## src/hw/freq_pkg.sv

```systemverilog
package freq_pkg;

    // the MAX7219 drives eight digits
    localparam int num_digits = 8;

    // latched measurement, digit 0 in bits [3:0]
    typedef logic [num_digits-1:0][3:0] bcd_code_t;

    typedef enum logic [7:0] {
        REG_DIGIT0     = 8'h01,
        REG_DIGIT1     = 8'h02,
        REG_DIGIT2     = 8'h03,
        REG_DIGIT3     = 8'h04,
        REG_DIGIT4     = 8'h05,
        REG_DIGIT5     = 8'h06,
        REG_DIGIT6     = 8'h07,
        REG_DIGIT7     = 8'h08,
        REG_DECODE     = 8'h09,
        REG_INTENSITY  = 8'h0a,
        REG_SCAN_LIMIT = 8'h0b,
        REG_SHUTDOWN   = 8'h0c
    } max_reg_t;

    // address goes out first, msb first
    typedef struct packed {
        max_reg_t   addr;
        logic [7:0] data;
    } max_word_t;

    typedef enum logic [1:0] {
        SEQ_SETUP,
        SEQ_IDLE,
        SEQ_DIGITS
    } seq_state_t;

    typedef enum logic [1:0] {
        SER_IDLE,
        SER_SHIFT,
        SER_LOAD
    } ser_state_t;

endpackage

```

## src/hw/gate_timer.sv

```systemverilog
`timescale 1ns/1ps

module gate_timer #(
    parameter logic [27:0] gate_cycles = 28'd25000000
) (
    input  logic clk,
    input  logic main_reset,
    input  logic sig_in,
    output logic count_pulse,
    output logic gate_end
);

    localparam logic [27:0] gate_last = gate_cycles - 28'd1;

    logic [1:0]  sync_q;
    logic        edge_q;
    logic [27:0] gate_cnt;

    // two-flop synchronizer plus edge register
    always_ff @(posedge clk) begin
        if (main_reset) begin
            sync_q <= 2'b00;
            edge_q <= 1'b0;
        end else begin
            sync_q <= {sync_q[0], sig_in};
            edge_q <= sync_q[1];
        end
    end

    assign count_pulse = sync_q[1] & ~edge_q; // rising edge only

    // window down-counter, reloads on the last cycle
    always_ff @(posedge clk) begin
        if (main_reset) begin
            gate_cnt <= gate_last;
        end else if (gate_cnt == 28'd0) begin
            gate_cnt <= gate_last;
        end else begin
            gate_cnt <= gate_cnt - 28'd1;
        end
    end

    assign gate_end = (gate_cnt == 28'd0);

    // windows are never shorter than two cycles
    gate_end_single_cycle: assert property (
        @(posedge clk) disable iff (main_reset)
        gate_end |=> !gate_end
    );

endmodule

```

## src/hw/decade_digit.sv

```systemverilog
`timescale 1ns/1ps

module decade_digit (
    input  logic       clk,
    input  logic       main_reset,
    input  logic       carry_in,
    input  logic       gate_end,
    output logic       carry_out,
    output logic [3:0] digit
);

    logic [3:0] cnt_q;
    logic [3:0] cnt_inc;
    logic       at_nine;

    assign at_nine   = (cnt_q == 4'd9);
    assign carry_out = carry_in & at_nine; // ripples to the next decade

    always_comb begin
        cnt_inc = cnt_q;
        if (carry_in) begin
            cnt_inc = at_nine ? 4'd0 : cnt_q + 4'd1;
        end
    end

    // running value, restarts at each window
    always_ff @(posedge clk) begin
        if (main_reset) begin
            cnt_q <= 4'd0;
        end else if (gate_end) begin
            cnt_q <= 4'd0;
        end else begin
            cnt_q <= cnt_inc;
        end
    end

    // result holds for a whole window
    always_ff @(posedge clk) begin
        if (gate_end) begin
            digit <= cnt_inc; // includes this cycle's count
        end
    end

    bcd_in_range: assert property (
        @(posedge clk) disable iff (main_reset)
        cnt_q <= 4'd9
    );

endmodule

```

## src/hw/max7219_serializer.sv

```systemverilog
`timescale 1ns/1ps

module max7219_serializer #(
    parameter int clk_div = 8
) (
    input  logic                clk,
    input  logic                main_reset,
    input  logic                set,
    input  freq_pkg::max_word_t word,
    output logic                busy,
    output logic                clko,
    output logic                dout,
    output logic                load
);

    localparam int div_w = $clog2(2 * clk_div);
    localparam logic [div_w-1:0] div_last = div_w'(2 * clk_div - 1);
    localparam logic [div_w-1:0] div_half = div_w'(clk_div);

    freq_pkg::ser_state_t state;
    logic [div_w-1:0]     div_cnt;
    logic [3:0]           bit_cnt;
    logic [15:0]          shreg;
    logic                 div_wrap;

    assign div_wrap = (div_cnt == div_last); // end of one bit period

    always_ff @(posedge clk) begin
        if (main_reset) begin
            state   <= freq_pkg::SER_IDLE;
            div_cnt <= '0;
            bit_cnt <= 4'd0;
        end else begin
            case (state)
                freq_pkg::SER_IDLE: begin
                    div_cnt <= '0;
                    bit_cnt <= 4'd0;
                    if (set) begin
                        state <= freq_pkg::SER_SHIFT;
                    end
                end
                freq_pkg::SER_SHIFT: begin
                    if (div_wrap) begin
                        div_cnt <= '0;
                        if (bit_cnt == 4'd15) begin
                            state <= freq_pkg::SER_LOAD;
                        end else begin
                            bit_cnt <= bit_cnt + 4'd1;
                        end
                    end else begin
                        div_cnt <= div_cnt + div_w'(1);
                    end
                end
                freq_pkg::SER_LOAD: begin
                    if (div_wrap) begin
                        div_cnt <= '0;
                        state   <= freq_pkg::SER_IDLE;
                    end else begin
                        div_cnt <= div_cnt + div_w'(1);
                    end
                end
                default: state <= freq_pkg::SER_IDLE;
            endcase
        end
    end

    always_ff @(posedge clk) begin
        if (state == freq_pkg::SER_IDLE && set) begin
            shreg <= word;
        end else if (state == freq_pkg::SER_SHIFT && div_wrap) begin
            shreg <= {shreg[14:0], 1'b0}; // msb first
        end
    end

    assign busy = (state != freq_pkg::SER_IDLE);
    assign clko = (state == freq_pkg::SER_SHIFT) && (div_cnt >= div_half); // mid-bit rise
    assign dout = (state == freq_pkg::SER_SHIFT) && shreg[15];
    assign load = (state == freq_pkg::SER_LOAD);

    // the sequencer must wait for the previous word
    no_set_while_busy: assert property (
        @(posedge clk) disable iff (main_reset)
        busy |-> !set
    );

endmodule

```

## src/hw/display_sequencer.sv

```systemverilog
`timescale 1ns/1ps

module display_sequencer (
    input  logic                clk,
    input  logic                main_reset,
    input  freq_pkg::bcd_code_t result,
    input  logic                result_valid,
    input  logic                busy,
    output logic                set,
    output freq_pkg::max_word_t word
);

    localparam logic [3:0] setup_last = 4'(freq_pkg::num_digits + 3);
    localparam logic [3:0] digit_last = 4'(freq_pkg::num_digits - 1);

    freq_pkg::seq_state_t state;
    freq_pkg::bcd_code_t  burst_q;
    logic [3:0]           idx;
    logic                 pend_q;
    logic                 issue;
    logic                 start_burst;

    function automatic freq_pkg::max_word_t setup_word(input logic [3:0] i);
        freq_pkg::max_word_t w;
        if (i < 4'(freq_pkg::num_digits)) begin
            w.addr = freq_pkg::max_reg_t'(8'(i) + 8'd1);
            w.data = 8'h0f; // blank
        end else begin
            case (i)
                4'd8: begin
                    w.addr = freq_pkg::REG_DECODE;
                    w.data = 8'hff; // code B on all digits
                end
                4'd9: begin
                    w.addr = freq_pkg::REG_INTENSITY;
                    w.data = 8'h03;
                end
                4'd10: begin
                    w.addr = freq_pkg::REG_SCAN_LIMIT;
                    w.data = 8'h07; // scan all eight
                end
                default: begin
                    w.addr = freq_pkg::REG_SHUTDOWN;
                    w.data = 8'h01; // normal operation
                end
            endcase
        end
        return w;
    endfunction

    function automatic freq_pkg::max_word_t digit_word(input logic [3:0] i,
                                                       input freq_pkg::bcd_code_t code);
        freq_pkg::max_word_t w;
        logic                dp;
        dp     = (i == 4'd3) || (i == 4'd6); // decimal points
        w.addr = freq_pkg::max_reg_t'(8'(i) + 8'd1);
        w.data = {dp, 3'b000, code[i[2:0]]};
        return w;
    endfunction

    assign issue       = !busy && !set; // set lands before busy rises
    assign start_burst = (state == freq_pkg::SEQ_IDLE) && pend_q;

    always_ff @(posedge clk) begin
        if (main_reset) begin
            state  <= freq_pkg::SEQ_SETUP;
            idx    <= 4'd0;
            set    <= 1'b0;
            pend_q <= 1'b0;
        end else begin
            set    <= 1'b0;
            pend_q <= result_valid | (pend_q & ~start_burst); // newest result wins
            case (state)
                freq_pkg::SEQ_SETUP: begin
                    if (issue) begin
                        set <= 1'b1;
                        idx <= (idx == setup_last) ? 4'd0 : idx + 4'd1;
                        if (idx == setup_last) begin
                            state <= freq_pkg::SEQ_IDLE;
                        end
                    end
                end
                freq_pkg::SEQ_IDLE: begin
                    idx <= 4'd0;
                    if (pend_q) begin
                        state <= freq_pkg::SEQ_DIGITS;
                    end
                end
                freq_pkg::SEQ_DIGITS: begin
                    if (issue) begin
                        set <= 1'b1;
                        idx <= (idx == digit_last) ? 4'd0 : idx + 4'd1;
                        if (idx == digit_last) begin
                            state <= freq_pkg::SEQ_IDLE;
                        end
                    end
                end
                default: state <= freq_pkg::SEQ_IDLE;
            endcase
        end
    end

    always_ff @(posedge clk) begin
        if (start_burst) begin
            burst_q <= result; // frozen for the whole burst
        end
        if (issue && state == freq_pkg::SEQ_SETUP) begin
            word <= setup_word(idx);
        end else if (issue && state == freq_pkg::SEQ_DIGITS) begin
            word <= digit_word(idx, burst_q);
        end
    end

endmodule

```

## src/hw/freq_counter_max7219.sv

```systemverilog
`timescale 1ns/1ps

module freq_counter_max7219 #(
    parameter logic [27:0] gate_cycles = 28'd25000000,
    parameter int          clk_div     = 8
) (
    input  logic clk,
    input  logic main_reset,
    input  logic sig_in,
    output logic clko,
    output logic dout,
    output logic load
);

    logic                        count_pulse;
    logic                        gate_end;
    logic                        result_valid;
    logic [freq_pkg::num_digits:0] carry; // top bit wraps away
    freq_pkg::bcd_code_t         result;
    freq_pkg::max_word_t         word;
    logic                        set;
    logic                        busy;

    gate_timer #(
        .gate_cycles(gate_cycles)
    ) gate_timer_inst (
        .clk        (clk),
        .main_reset (main_reset),
        .sig_in     (sig_in),
        .count_pulse(count_pulse),
        .gate_end   (gate_end)
    );

    assign carry[0] = count_pulse;

    for (genvar i = 0; i < freq_pkg::num_digits; i++) begin : g_decade
        decade_digit decade_digit_inst (
            .clk       (clk),
            .main_reset(main_reset),
            .carry_in  (carry[i]),
            .gate_end  (gate_end),
            .carry_out (carry[i+1]),
            .digit     (result[i])
        );
    end

    // digits latch on gate_end, so the result is stable one cycle later
    always_ff @(posedge clk) begin
        if (main_reset) begin
            result_valid <= 1'b0;
        end else begin
            result_valid <= gate_end;
        end
    end

    display_sequencer display_sequencer_inst (
        .clk         (clk),
        .main_reset  (main_reset),
        .result      (result),
        .result_valid(result_valid),
        .busy        (busy),
        .set         (set),
        .word        (word)
    );

    max7219_serializer #(
        .clk_div(clk_div)
    ) max7219_serializer_inst (
        .clk       (clk),
        .main_reset(main_reset),
        .set       (set),
        .word      (word),
        .busy      (busy),
        .clko      (clko),
        .dout      (dout),
        .load      (load)
    );

endmodule

```

## config.mk

```make
export PLATFORM = sky130hd
export DESIGN_NAME = freq_counter_max7219
export DESIGN_NICKNAME = d
export VERILOG_FILES = /design/src/hw/freq_pkg.sv /design/src/hw/gate_timer.sv /design/src/hw/decade_digit.sv /design/src/hw/max7219_serializer.sv /design/src/hw/display_sequencer.sv /design/src/hw/freq_counter_max7219.sv
export SDC_FILE = /design/constraint.sdc
export NUM_CORES = 1
export LEC_CHECK = 0
export BUFFER_PORTS_ARGS = -buffer_cell sky130_fd_sc_hd__buf_2
export CAP_MARGIN = 5
export CELL_PAD_IN_SITES_DETAIL_PLACEMENT = 0
export CELL_PAD_IN_SITES_GLOBAL_PLACEMENT = 1
export CORE_MARGIN = 5
export CORE_UTILIZATION = 46
export CTS_BUF_LIST = sky130_fd_sc_hd__clkbuf_4 sky130_fd_sc_hd__clkbuf_8 sky130_fd_sc_hd__clkbuf_16
export CTS_CLUSTER_DIAMETER = 120
export DETAILED_ROUTE_END_ITERATION = 12
export PLACE_DENSITY = 0.74
export SETUP_SLACK_MARGIN = 0.5
export SYNTH_ARGS = -nofsm -noshare
export SYNTH_HDL_FRONTEND = slang
export SYNTH_SLANG_ARGS = --single-unit
```

## constraint.sdc

```tcl
create_clock -name clk -period 3.3 [get_ports clk]
set_input_delay 0.66 -clock clk [delete_from_list [all_inputs] [get_ports clk]]
set_output_delay 0.66 -clock clk [all_outputs]
set_load 0.03 [all_outputs]
```

# After elaboration in Yosys (flattened, before gate mapping)
# Index checks and enable logic that the tools add are counted.
dict set report word_totals {
  register_bits 178
  input_bits 3
  out_inout_bits 3
  word_cells 172
}
dict set report op_classes {
  n_addsub 13
  n_lt_le_gt_ge 3
  eq_ne 31
  muxes 46
  n_bitwise 13
  reduce_logical 28
}
# operator count
set ops {}
lappend ops {{2-to-1 mux 4 bit} 24}
lappend ops {{2-to-1 mux 16 bit} 5}
lappend ops {{equality test 4 bit, second input constant} 14}
lappend ops {{adder 4 x 1 -> 4 bit, second input constant} 11}
lappend ops {{case mux 11 bit (3 select lines)} 1}
lappend ops {{zero test 28 bit} 1}
lappend ops {{subtractor 28 x 1 -> 28 bit, second input constant} 1}
lappend ops {{2-to-1 mux 2 bit} 9}
lappend ops {{!= test 2 x 1 -> 1 bit, second input constant} 8}
lappend ops {{case mux 4 bit (2 select lines)} 2}
lappend ops {{binary-select mux 4 bit (select 3 bit)} 1}
lappend ops {{case mux 2 bit (3 select lines)} 2}
lappend ops {{case mux 4 bit (3 select lines)} 1}
lappend ops {{nonzero test 2 bit} 5}
lappend ops {{bitwise AND 1 bit} 9}
lappend ops {{equality test 4 x 3 -> 1 bit, second input constant} 2}
lappend ops {{logical AND 1 bit} 8}
lappend ops {{OR reduction 2 bit} 4}
lappend ops {{AND reduction 3 bit} 2}
lappend ops {{adder 4 x 1 -> 5 bit, second input constant} 1}
lappend ops {{AND reduction 5 bit} 1}
lappend ops {{equality test 2 x 1 -> 1 bit, second input constant} 2}
lappend ops {{equality test 2 bit, second input constant} 2}
lappend ops {{equality test 4 x 2 -> 1 bit, second input constant} 1}
lappend ops {{other kinds (12)} 17}

# Longest topological paths before layout
# Gate-level depths: netlist of run 1.
dict set report logic_depth {
  depth_word 10
  mapped_depth 9
  mapped_depth_nobuf 7
}

# Cells and area by module
# A second synthesis of run 1 with hierarchy kept.
dict set report unflattened {
  cells_unflattened 638
  area_unflattened_um2 7723.7
}
# mod n_inst cells_per_inst area_per_inst_um2 seq_area_each_um2
set modules_own_cells {}
lappend modules_own_cells {decade_digit 8 26 326.6 200.2}
lappend modules_own_cells {display_sequencer 1 160 2283.4 1451.4}
lappend modules_own_cells {gate_timer 1 157 1460.2 620.6}
lappend modules_own_cells {max7219_serializer 1 111 1333.8 680.7}
lappend modules_own_cells {freq_counter_max7219 1 2 33.8 20.0}

# Worst setup path after synthesis of run 1
# OpenSTA, ideal clock, no wires.
dict set report synth_timing {
  path_kind {register -> register}
  from {reg gate_timer_inst.gate_cnt[9]}
  to {reg g_decade[1].decade_digit_inst.cnt_q[3]}
  setup_time_ns 0.115
  t_arrival_ns 3.102
  required_ns 3.185
  slack_ns 0.084
  path_stages_with_launch 7
  path_buffers 1
  synth_period_minus_slack_ns 3.216
  path_cell_list {dfxtp_1 > or3_1 > or4_4 > nor4_4 > nor2_1 > buf_2 > and2_1}
}
dict set report synth_between {
  elab_chain_cells 2
}
# item line
set synth_rtl {}
lappend synth_rtl {{from (decl)} gate_timer.sv:17} ;# logic [27:0] gate_cnt;
lappend synth_rtl {{from (signal assigned)} gate_timer.sv:35} ;# gate_cnt <= gate_last;
lappend synth_rtl {{from (signal assigned)} gate_timer.sv:37} ;# gate_cnt <= gate_last;
lappend synth_rtl {{from (signal assigned)} gate_timer.sv:39} ;# gate_cnt <= gate_cnt - 28'd1;
lappend synth_rtl {{zero test 28 bit} gate_timer.sv:43} ;# assign gate_end = (gate_cnt == 28'd0);
lappend synth_rtl {{named net g_decade[0].decade_digit_inst.gate_end} decade_digit.sv:7} ;# input logic gate_end,
lappend synth_rtl {{OR reduction 2 bit (no source line)} --}
lappend synth_rtl {{to (signal assigned)} decade_digit.sv:33} ;# cnt_q <= cnt_inc;
lappend synth_rtl {{to (decl)} decade_digit.sv:12} ;# logic [3:0] cnt_q;
# The timed path passes the listed nets, and every way through them passes these cells.
# A chain may end at the register's enable or synchronous reset.

# Final worst setup path of run 1
dict set report layout_timing {
  from {reg gate_timer_inst.gate_cnt[9]}
  to {reg gate_timer_inst.gate_cnt[25]}
}
dict set report layout_between {
  elab_chain_cells 2
  elab_cells_between_ends 3
  cone_classes {add/sub (1); reduce/logical (2)}
}
# item line
set layout_rtl {}
lappend layout_rtl {{zero test 28 bit} --}
lappend layout_rtl {{named net g_decade[0].decade_digit_inst.gate_end} decade_digit.sv:7}
lappend layout_rtl {{OR reduction 2 bit (no source line)} --}
# The timed path passes the listed nets, and every way through them passes these cells.

==> qor.log, run 1 <==
INFO  status         status=complete, no violations
INFO  routing        post_drt_wl_per_cell=14.73um
INFO  routing        via_per_inst=5.298
INFO  routing        final_antenna_net_count=0
INFO  timing         slew_headroom=0.3091
INFO  critical_path  critical_path.reg2reg.startpoint=gate_timer_inst.gate_cnt[9]
INFO  place          dpl-instance-area=7737squm
INFO  final_layout   layout-drive-gt1-share=0.1131
INFO  synth          synth.avg_cell_area=11.66squm
INFO  routing        first_pass_iters=4
INFO  grt            pin_count_of_the_biggest_net_entering_global_routing=34
INFO  run            maxCapViolations=0
INFO  critical_path  required=3.58ns
INFO  timing         finalHoldViolations=0
INFO  clock_tree     cts.clk_slew.worst_paths=0.07ns
INFO  timing         finalHoldWorstSlack=0.4146ns
INFO  critical_path  worst_setup_path_start_kind=flop
INFO  synth          netlist_cell_types=61
INFO  final_layout   flow.area_growth_from_synthesis=11.99%
INFO  power          powerDensity=632.5nW/um^2
INFO  grt            grt_pass1_wl=22.25mm
INFO  critical_path  cp_slowest_stage_delay=0.67ns
INFO  timing         report.final.setup_viol=0
INFO  synth          synth_sequential_area_ratio=0.5864
INFO  clock_tree     clock_sinks=173
INFO  critical_path  critical_path_arrival=2.74ns
INFO  min_path       worstHoldStart=g_decade[1].decade_digit_inst.digit[3]
INFO  synth          synth_top_flop_cell=edfxtp_1
INFO  clock_tree     insertion_delay=0.43ns
INFO  final_layout   fill_cells=1394
INFO  clock_tree     clk_path_buf_depth=2
INFO  timing         totalNegativeSetupSlack=0ns
INFO  grt            total_routing_resource_utilization_after_global_routing=0.1515
INFO  floorplanning  die_y=137.3um
INFO  routing        routed_wl=12.95mm
INFO  routing        route.vias.total=4657
INFO  final_layout   design_area=8354squm
INFO  routing        detailedRoute.firstIterationViolations=224
INFO  final_layout   antennaDiodeCount=0
INFO  synth          synth.largest_area_cell=edfxtp_1
INFO  floorplanning  die_area=18860squm
INFO  power          worst_ir_drop_vdd=0.3910mV
INFO  floorplanning  die_w=137.3um
INFO  timing         min_period=2.467ns
INFO  floorplanning  initial_utilization=0.4696
INFO  floorplanning  placeable_core_region=15890squm
INFO  critical_path  worstSetupPathType=flop to flop
INFO  place          place.gp.congestion=0.8310
INFO  critical_path  critPathSlowestCell=or2_1
INFO  place          placement.io_buffers=5
INFO  synth          synth_fp_nets=660
INFO  clock_tree     cts-buffers-inserted=17
INFO  final_layout   num-nets-final=670
INFO  grt            grt_pass1_vias=4546
INFO  critical_path  crit_path_cell_trace=or3_4 -> or4_4 -> nor4_4 -> or2_1 -> nor2_1
INFO  synth          count_of_flip_flops_with_a_built_in_enable_after_synthesis=91
INFO  timing         rsz0062_at_grt=false
INFO  floorplanning  std_cell_rows=46
INFO  routing        post_route_drc_violation_count=0
INFO  synth          netlist_top_cells_count=91 x edfxtp_1, 82 x dfxtp_1, 52 x nor2_1
INFO  timing         max_slew.worst_pin.slew=1.027ns
INFO  synth          register_bit_total_from_synthesis=173
INFO  clock_tree     cts_tree=done
INFO  clock_tree     cts_root_buf=clkbuf_16
INFO  timing         fin_worst_skew=0.008350ns
INFO  clock_tree     post_cts_buffers=0
INFO  timing         slew_viol_final=0
INFO  synth          syn-instance-count=640
INFO  power          leakagePower=2.859nW
INFO  synth          synth.top_cells.by_area=edfxtp_1 37%, dfxtp_1 22%, ha_1 2.9%
INFO  floorplanning  pin_count=6
INFO  clock_tree     clock_tree.htree_level_count=4
INFO  grt            globalRouteOverflowTotal=0
INFO  place          detailedPlacementHpwl=9.099mm
INFO  timing         fmax=405.4MHz
INFO  synth          yosys_warnings=0
INFO  critical_path  worst_setup_path_end_kind=flop
INFO  synth          synth_area=7460squm
INFO  final_layout   footprint_of_the_multi_input_gates=2923squm
INFO  power          power.total=5.284mW
INFO  critical_path  maximum_fanout_along_the_worst_path=15
INFO  synth          postSynth.asyncResetShare=0
INFO  critical_path  setup.worst_path.start=gate_timer_inst.gate_cnt[9]
INFO  synth          synth.most_common_cell=edfxtp_1
INFO  timing         period_share=0.7475
INFO  final_layout   layout.area.seq=4377squm
INFO  min_path       worst_hold_path_type=flop to flop
INFO  clock_tree     cts-hold-fix-buffers=0
INFO  synth          synthDominantCellAreaShare=0.3663
INFO  clock_tree     quantity_of_gates_resized_following_cts=0
INFO  grt            number_of_antenna_violations_at_the_first_check_in_global_routing=0
==> where the power goes <==
group          switching, mW  total (mW)  internal (mW)  leakage (nW)
clock                  0.841        2.06           1.22         0.290
combinational          0.362       0.659          0.297          1.15
sequential            0.0998        2.57           2.47          1.42
==> state kept, by name, indices dropped and copies added (netlist names) <==
signal                            count
max7219_serializer_inst.bit_cnt       4
display_sequencer_inst.set            1
display_sequencer_inst.word          11
gate_timer_inst.sync_q                2
gate_timer_inst.gate_cnt             28
display_sequencer_inst.burst_q       32
max7219_serializer_inst.div_cnt       4
result_valid                          1
display_sequencer_inst.state          2
g_decade.decade_digit_inst.digit     32
display_sequencer_inst.idx            4
g_decade.decade_digit_inst.cnt_q     32
gate_timer_inst.edge_q                1
display_sequencer_inst.pend_q         1
max7219_serializer_inst.shreg        16
max7219_serializer_inst.state         2
==> layout by cell type (no fill, tap or decap), types with 4 or more instances in the layout <==
cell type,netlist,final
a21o_1,7,7
xnor2_1,18,18
clkbuf_16,0,17
a21oi_1,17,13
or3_1,8,7
a31oi_1,7,7
a21oi_2,0,4
nor3b_1,8,8
mux2_2,11,11
mux4_2,8,8
buf_2,4,5
nand3b_1,5,5
nor2_1,52,51
and3_1,5,5
o31ai_1,4,4
dfxtp_1,82,80
or4_1,5,5
nor2b_1,18,18
nand3_1,22,22
xor2_1,20,20
clkinvlp_4,0,4
mux2i_1,7,7
nand2b_1,11,11
nand2_1,39,39
ha_1,17,17
buf_4,0,6
edfxtp_1,91,91
nor4_1,7,7
inv_1,26,26
and2_1,33,33
o21ai_0,13,13
nor3_1,20,20
nand4_1,10,10
==> worst paths after layout <==
kind,end,slack [ns],depth (start not counted)
worst max register to register,gate_timer_inst.gate_cnt[25],0.83,5
worst max-delay path,gate_timer_inst.gate_cnt[25],0.83,5
worst min-delay path,display_sequencer_inst.burst_q[7],0.41,0
worst min register to register,display_sequencer_inst.burst_q[7],0.41,0
==> worst max-delay path: cells and delay by family (launching register included) <==
family           cells  cell delay (ns)
AND/OR/NAND/NOR      5             1.97
flip-flops           1             0.34
==> layout make-up <==
| type | instances | area share |
|---|---|---|
| clock buffer | 18 | 0.05182 |
| clock inverter | 14 | 0.02202 |
| inverter | 26 | 0.01168 |
| multi-input combinational | 421 | 0.3499 |
| sequential | 173 | 0.5239 |
| tap | 216 | 0.03235 |
| timing repair buffer | 11 | 0.008387 |
==> layer usage <==
layer  part of all wire  wire (um)  vias up  global-route usage
met3              0.035        457       11             0.04821
li1                   -          -     2342                   -
met5                  0          0        -                   0
met4             0.0079        102        0             0.04324
met1               0.47       6150     2243              0.1989
met2               0.48       6239       61              0.2422
==> cells by family (layout without fill, tap and decap cells) <==
kind of cell	after synthesis	after routing	share of synthesized area
buf+inv	46	69	0.02482
flops	173	173	0.5864
fa+ha+maj	17	17	0.02851
mux	26	26	0.05015
simple gates	267	267	0.2006
compound gates	73	73	0.06491
xor+xnor	38	38	0.04462
==> metrics by stage <==
| step | setup slack, ns | cells | util |
|---|---|---|---|
| floorplan | 0.2090 | 640 | - |
| global placement | 0.9090 | 847 | 0.4871 |
| detailed placement | 0.8549 | 847 | 0.4871 |
| CTS | 0.8281 | 879 | 0.5259 |
| global route | 0.6862 | 879 | 0.5259 |
| finish | 0.8333 | 879 | 0.5259 |
Note: power is estimated with default switching activity, not from simulation.
==> inputs of run 2 (changes only) <==
CORE_UTILIZATION = 51   (was 46)
PLACE_DENSITY = 0.77   (was 0.74)
clock period = 2.3 ns   (was 3.3 ns; I/O delays follow)
==> run 2 against run 1 <==
First-iteration DRC count is 42% higher. Clock skew is 0.0012 ns higher. Worst hold slack worse by 0.15 ns. Sequential power is 41% higher. Die area is 9.1% lower. Setup slack worse by 0.71 ns. Fmax is 14% higher. Register-to-register slack worse by 0.71 ns. Power is 44% higher. Critical path depth stayed put. Global-route usage is 1.9 points higher. Largest cell class unchanged.
==> qor.log, run 2 (synthesis gave the netlist of run 1 again) <==
INFO  floorplanning  die_w=130.9um
INFO  floorplanning  die_area=17150squm
INFO  routing        detailedRoute.firstIterationViolations=319
INFO  critical_path  required=2.61ns
INFO  place          dpl-instance-area=7893squm
INFO  critical_path  worst_setup_path_start_kind=flop
INFO  clock_tree     clock_tree.htree_level_count=4
INFO  grt            total_routing_resource_utilization_after_global_routing=0.1703
INFO  status         status=complete, no violations
INFO  timing         slew_headroom=0.6567
INFO  floorplanning  pin_count=6
INFO  grt            number_of_antenna_violations_at_the_first_check_in_global_routing=0
INFO  final_layout   flow.area_growth_from_synthesis=24.34%
INFO  timing         rsz0062_at_grt=true
INFO  timing         period_share=0.9447
INFO  timing         slew_viol_final=0
INFO  routing        routed_wl=14.53mm
INFO  floorplanning  die_y=130.9um
INFO  timing         fin_worst_skew=0.009559ns
INFO  clock_tree     cts.clk_slew.worst_paths=0.07ns
INFO  timing         min_period=2.173ns
INFO  critical_path  critical_path.reg2reg.startpoint=gate_timer_inst.gate_cnt[3]
INFO  critical_path  worst_setup_path_endpoint=gate_timer_inst.gate_cnt[26]
INFO  power          worst_ir_drop_vdd=0.5099mV
INFO  clock_tree     cts_root_buf=clkbuf_16
INFO  critical_path  r2r_setup_slack=0.13ns
INFO  place          place.detailed.instances=833
INFO  critical_path  setup.worst_path.start=gate_timer_inst.gate_cnt[3]
INFO  power          leakagePower=3.286nW
INFO  timing         max_slew.worst_pin.slew=0.5102ns
INFO  timing         totalNegativeSetupSlack=0ns
INFO  grt            pin_count_of_the_biggest_net_entering_global_routing=36
INFO  final_layout   design_area=9275squm
INFO  final_layout   layout_common_cells=91 x edfxtp_1, 60 x dfxtp_1, 41 x nor2_1, 41 x buf_4, 35 x nand2_1
INFO  final_layout   fill_cells=1095
INFO  critical_path  critical_path_arrival=2.48ns
INFO  routing        via_per_inst=5.473
INFO  routing        post_route_drc_violation_count=0
INFO  critical_path  worstSetupPathType=flop to flop
INFO  floorplanning  placeable_core_region=14420squm
INFO  critical_path  worst_setup_path_end_kind=flop
INFO  clock_tree     clk_path_buf_depth=2
INFO  place          detailedPlacementHpwl=9.289mm
INFO  critical_path  regToRegEndpoint=gate_timer_inst.gate_cnt[26]
INFO  final_layout   antennaDiodeCount=0
INFO  place          place.gp.congestion=0.7653
INFO  routing        first_pass_iters=5
INFO  final_layout   stdcell_count=901
INFO  grt            grt_pass1_vias=4583
INFO  floorplanning  std_cell_rows=44
INFO  floorplanning  initial_utilization=0.5172
INFO  final_layout   largest_registers=display_sequencer_inst.burst_q: 32 flops, g_decade.decade_digit_inst.cnt_q: 32 flops, g_decade.decade_digit_inst.digit: 32 flops
INFO  timing         fmax=460.2MHz
INFO  timing         report.final.setup_viol=0
INFO  routing        final_antenna_net_count=0
INFO  min_path       worst_hold_path_type=primary input to flop
INFO  grt            globalRouteOverflowTotal=0
INFO  final_layout   num-nets-final=724
INFO  timing         finalHoldViolations=0
INFO  grt            grt_pass1_wl=22.71mm
INFO  routing        route.vias.total=4931
INFO  power          powerDensity=821.7nW/um^2
INFO  clock_tree     cts-hold-fix-buffers=0
INFO  routing        post_drt_wl_per_cell=16.13um
INFO  clock_tree     insertion_delay=0.43ns
INFO  clock_tree     cts-buffers-inserted=17
INFO  final_layout   layout-drive-gt1-share=0.3013
INFO  run            maxCapViolations=0
INFO  critical_path  ff2ff_path_depth=5
INFO  clock_tree     cts_tree=done
INFO  final_layout   layout_commonest_cell=edfxtp_1
INFO  place          placement.io_buffers=5
INFO  clock_tree     clock_sinks=173
INFO  critical_path  maximum_fanout_along_the_worst_path=5
[run 2: per-stage QoR]
step | total power, mW | hold WS [ns] | worst slack [ns] | util
3_3_place_gp | 4.734 | 0.3923 | 0.1200 | 0.5472
2_1_floorplan | 4.523 | 0.3802 | -0.7890 | -
3_5_place_dp | 4.786 | 0.4025 | 0.1243 | 0.5472
6_report | 7.622 | 0.2617 | 0.1272 | 0.6430
4_1_cts | 7.581 | 0.2416 | 0.1354 | 0.6057
5_1_grt | 7.988 | 0.2479 | 0.03161 | 0.6430
[run 2: routing by layer]
metal | global-route usage | wire length (um) | up-vias
met3 | 0.04553 | 433 | 21
met5 | 0 | 0 | -
met4 | 0.04537 | 231 | 0
met1 | 0.2227 | 6607 | 2373
met2 | 0.2817 | 7258 | 84
li1 | - | - | 2453
[run 2: final cells by class]
| type | instances | area [sq um] | area share |
|---|---|---|---|
| Clock buffer | 17 | 425.4 | 0.04587 |
| Clock inverter | 15 | 145.1 | 0.01565 |
| Inverter | 26 | 100.1 | 0.01079 |
| Multi-Input combinational cell | 421 | 3286 | 0.3542 |
| Sequential cell | 173 | 4417 | 0.4762 |
| Tap cell | 184 | 230.2 | 0.02482 |
| Timing Repair Buffer | 65 | 671.9 | 0.07244 |
[run 2: worst min-delay path by stage]
stage | from | endpoint | slack (ns) | cells past startpoint
global route | sig_in | gate_timer_inst.sync_q[0] | 0.25 | 2
finish | sig_in | gate_timer_inst.sync_q[0] | 0.26 | 2
detailed placement | gate_timer_inst.gate_cnt[0] | gate_timer_inst.gate_cnt[0] | 0.40 | 1
floorplan | gate_timer_inst.gate_cnt[0] | gate_timer_inst.gate_cnt[0] | 0.38 | 1
global placement | gate_timer_inst.gate_cnt[0] | gate_timer_inst.gate_cnt[0] | 0.39 | 1
CTS | sig_in | gate_timer_inst.sync_q[0] | 0.24 | 2
[run 2: critical path, stage by stage, from the launching register on]
cell     delay (ns)
dfxtp_4        0.34
or3_4          0.37
or4_4          0.58
or4b_4         0.56
mux2i_1        0.16
nor2_1         0.05
[run 2: repair_timing]
| action | CTS | global route |
|---|---|---|
| pin swaps | 11 | 19 |
| buffers inserted | 8 | 18 |
| setup endpoints to repair | 148 | 125 |
| gates cloned | 2 | 8 |
| gates resized for setup | 54 | 66 |
[run 2: report_power, final]
part           internal [mW]  switching (mW)
clock                   1.44            1.29
sequential              3.54          0.0878
combinational          0.587           0.674
==> inputs of run 3 (changes only) <==
BUFFER_PORTS_ARGS = default   (was -buffer_cell sky130_fd_sc_hd__buf_2)
CORE_UTILIZATION = 52   (was 51)
DONT_BUFFER_PORTS = 1   (was default)
PLACE_DENSITY = 0.78   (was 0.77)
==> run 3 against run 2 <==
Utilization is 3.3 points higher. Register-to-register slack lost 0.02 ns. Clock skew shrank 0.00081 ns. Design area up 1.9%. Largest power group unchanged. Sequential power about the same. Combinational power about the same. Clock-buffer cell count grew 3.
==> qor.log, run 3 (synthesis gave the netlist of run 1 again) <==
INFO  power          powerDensity=827.6nW/um^2
INFO  floorplanning  std_cell_rows=43
INFO  place          placement.io_buffers=0
INFO  timing         max_slew.worst_pin.slew=0.5496ns
INFO  critical_path  worst_setup_path_start_kind=flop
INFO  power          leakagePower=3.366nW
INFO  run            maxCapViolations=0
INFO  critical_path  maximum_fanout_along_the_worst_path=5
INFO  floorplanning  placeable_core_region=13990squm
INFO  critical_path  critPathSlowestCell=or4_4
INFO  routing        detailedRoute.firstIterationViolations=284
INFO  routing        post_drt_wl_per_cell=17.15um
INFO  routing        post_route_drc_violation_count=0
INFO  final_layout   fill_cells=970
INFO  floorplanning  pin_count=6
INFO  final_layout   num-nets-final=721
INFO  floorplanning  initial_utilization=0.5333
INFO  timing         period_share=0.9541
INFO  routing        top_routing_layer_in_use=met4
INFO  timing         fin_worst_skew=0.008748ns
INFO  timing         slew_headroom=0.6308
INFO  critical_path  worstSetupPathType=flop to flop
INFO  critical_path  required=2.62ns
INFO  critical_path  r2r_setup_slack=0.11ns
INFO  clock_tree     cts-hold-fix-buffers=0
INFO  routing        route.met2.wl=7.866mm
INFO  final_layout   antennaDiodeCount=0
INFO  critical_path  worst_setup_path_end_kind=flop
INFO  clock_tree     cts_tree=done
INFO  timing         rsz0062_at_grt=true
INFO  clock_tree     clk_path_buf_depth=2
INFO  timing         fmax=455.7MHz
INFO  place          place.gp.congestion=0.7605
INFO  power          worst_ir_drop_vdd=0.5133mV
INFO  critical_path  cp_slowest_stage_delay=0.57ns
INFO  final_layout   layout_commonest_cell=edfxtp_1
INFO  clock_tree     clock_tree.htree_level_count=4
INFO  grt            grt_pass1_vias=4981
INFO  timing         totalNegativeSetupSlack=0ns
INFO  clock_tree     clock_sinks=173
INFO  routing        first_pass_iters=5
INFO  place          detailedPlacementHpwl=9.011mm
INFO  floorplanning  die_w=129.8um
INFO  final_layout   flow.area_growth_from_synthesis=26.75%
INFO  routing        wl_met1=6.798mm
INFO  timing         finalHoldViolations=0
INFO  clock_tree     cts_root_buf=clkbuf_16
INFO  grt            pin_count_of_the_biggest_net_entering_global_routing=33
INFO  floorplanning  die_area=16840squm
INFO  floorplanning  die_y=129.8um
INFO  routing        wl_met3=434um
INFO  min_path       worst_hold_path_type=primary input to flop
INFO  routing        via_per_inst=5.653
INFO  grt            globalRouteOverflowTotal=0
INFO  routing        routed_wl=15.32mm
INFO  clock_tree     cts.clk_slew.worst_paths=0.06ns
INFO  clock_tree     cts-buffers-inserted=17
INFO  grt            number_of_antenna_violations_at_the_first_check_in_global_routing=0
INFO  critical_path  crit_path_cell_trace=or3_4 -> or4_4 -> nor4_4 -> buf_6 -> nor2_4 -> buf_12 -> clkbuf_16 -> and2_1
INFO  final_layout   post-route-util=0.6759
INFO  timing         report.final.setup_viol=0
INFO  grt            total_routing_resource_utilization_after_global_routing=0.1856
INFO  critical_path  critical_path_arrival=2.52ns
INFO  final_layout   layout_common_cells=91 x edfxtp_1, 60 x dfxtp_1, 41 x nor2_1
INFO  timing         min_period=2.194ns
INFO  timing         finalHoldWorstSlack=0.1029ns
INFO  routing        route.vias.total=5048
INFO  status         status=complete, no violations
INFO  routing        final_antenna_net_count=0
INFO  final_layout   largest_registers=display_sequencer_inst.burst_q: 32 flops, g_decade.decade_digit_inst.cnt_q: 32 flops, g_decade.decade_digit_inst.digit: 32 flops
INFO  clock_tree     insertion_delay=0.43ns
INFO  timing         slew_viol_final=0
INFO  grt            grt_pass1_wl=24.45mm
INFO  final_layout   layout-drive-gt1-share=0.3058
==> run 3: power breakdown <==
| part | internal (mW) | switching [mW] | total (mW) |
|---|---|---|---|
| Clock | 1.80 | 1.15 | 2.95 |
| Combinational | 0.572 | 0.658 | 1.23 |
| Sequential | 3.54 | 0.104 | 3.65 |
==> run 3: layout make-up <==
cell class,instances,area [sq um],area share
Sequential cell,173,4409,0.4663
Timing Repair Buffer,61,792.0,0.08376
Tap cell,180,225.2,0.02382
Inverter,26,97.59,0.01032
Clock buffer,20,471.7,0.04989
Clock inverter,11,138.9,0.01469
Multi-Input combinational cell,422,3321,0.3512
==> run 3: critical path, delay by kind of cell, from the launching register on <==
family | cells | cell delay [ns]
buf+inv | 3 | 0.46
simple gates | 5 | 1.31
flops | 1 | 0.32
==> run 3: what timing repair did <==
action,CTS,global route
gates cloned,8,3
pin swaps,11,25
buffers inserted,23,7
gates resized for setup,69,69
setup endpoints to repair,148,142
==> run 3: layer usage <==
| layer | up-vias | track usage |
|---|---|---|
| met5 | - | 0 |
| li1 | 2452 | - |
| met2 | 81 | 0.3088 |
| met1 | 2493 | 0.2356 |
| met4 | 0 | 0.07763 |
| met3 | 22 | 0.04134 |
==> run 3: metrics by stage <==
step / instances / cell area [sq um] / worst slack (ns) / power, mW
after CTS: 883 / 9089 / 0.1291 / 7.801
after detailed placement: 821 / 7840 / 0.09259 / 4.745
after global routing: 893 / 9455 / 0.06169 / 8.175
after floorplan: 640 / 7536 / -0.7890 / 4.523
final: 893 / 9455 / 0.1056 / 7.825
after global placement: 821 / 7840 / 0.1346 / 4.720
==> run 3: worst paths after layout <==
check,endpoint,startpoint,cells past startpoint
min,gate_timer_inst.sync_q[1],main_reset,1
max reg2reg,g_decade[4].decade_digit_inst.cnt_q[2],gate_timer_inst.gate_cnt[7],8
min reg2reg,display_sequencer_inst.burst_q[27],g_decade[6].decade_digit_inst.digit[3],0
max,g_decade[4].decade_digit_inst.cnt_q[2],gate_timer_inst.gate_cnt[7],8
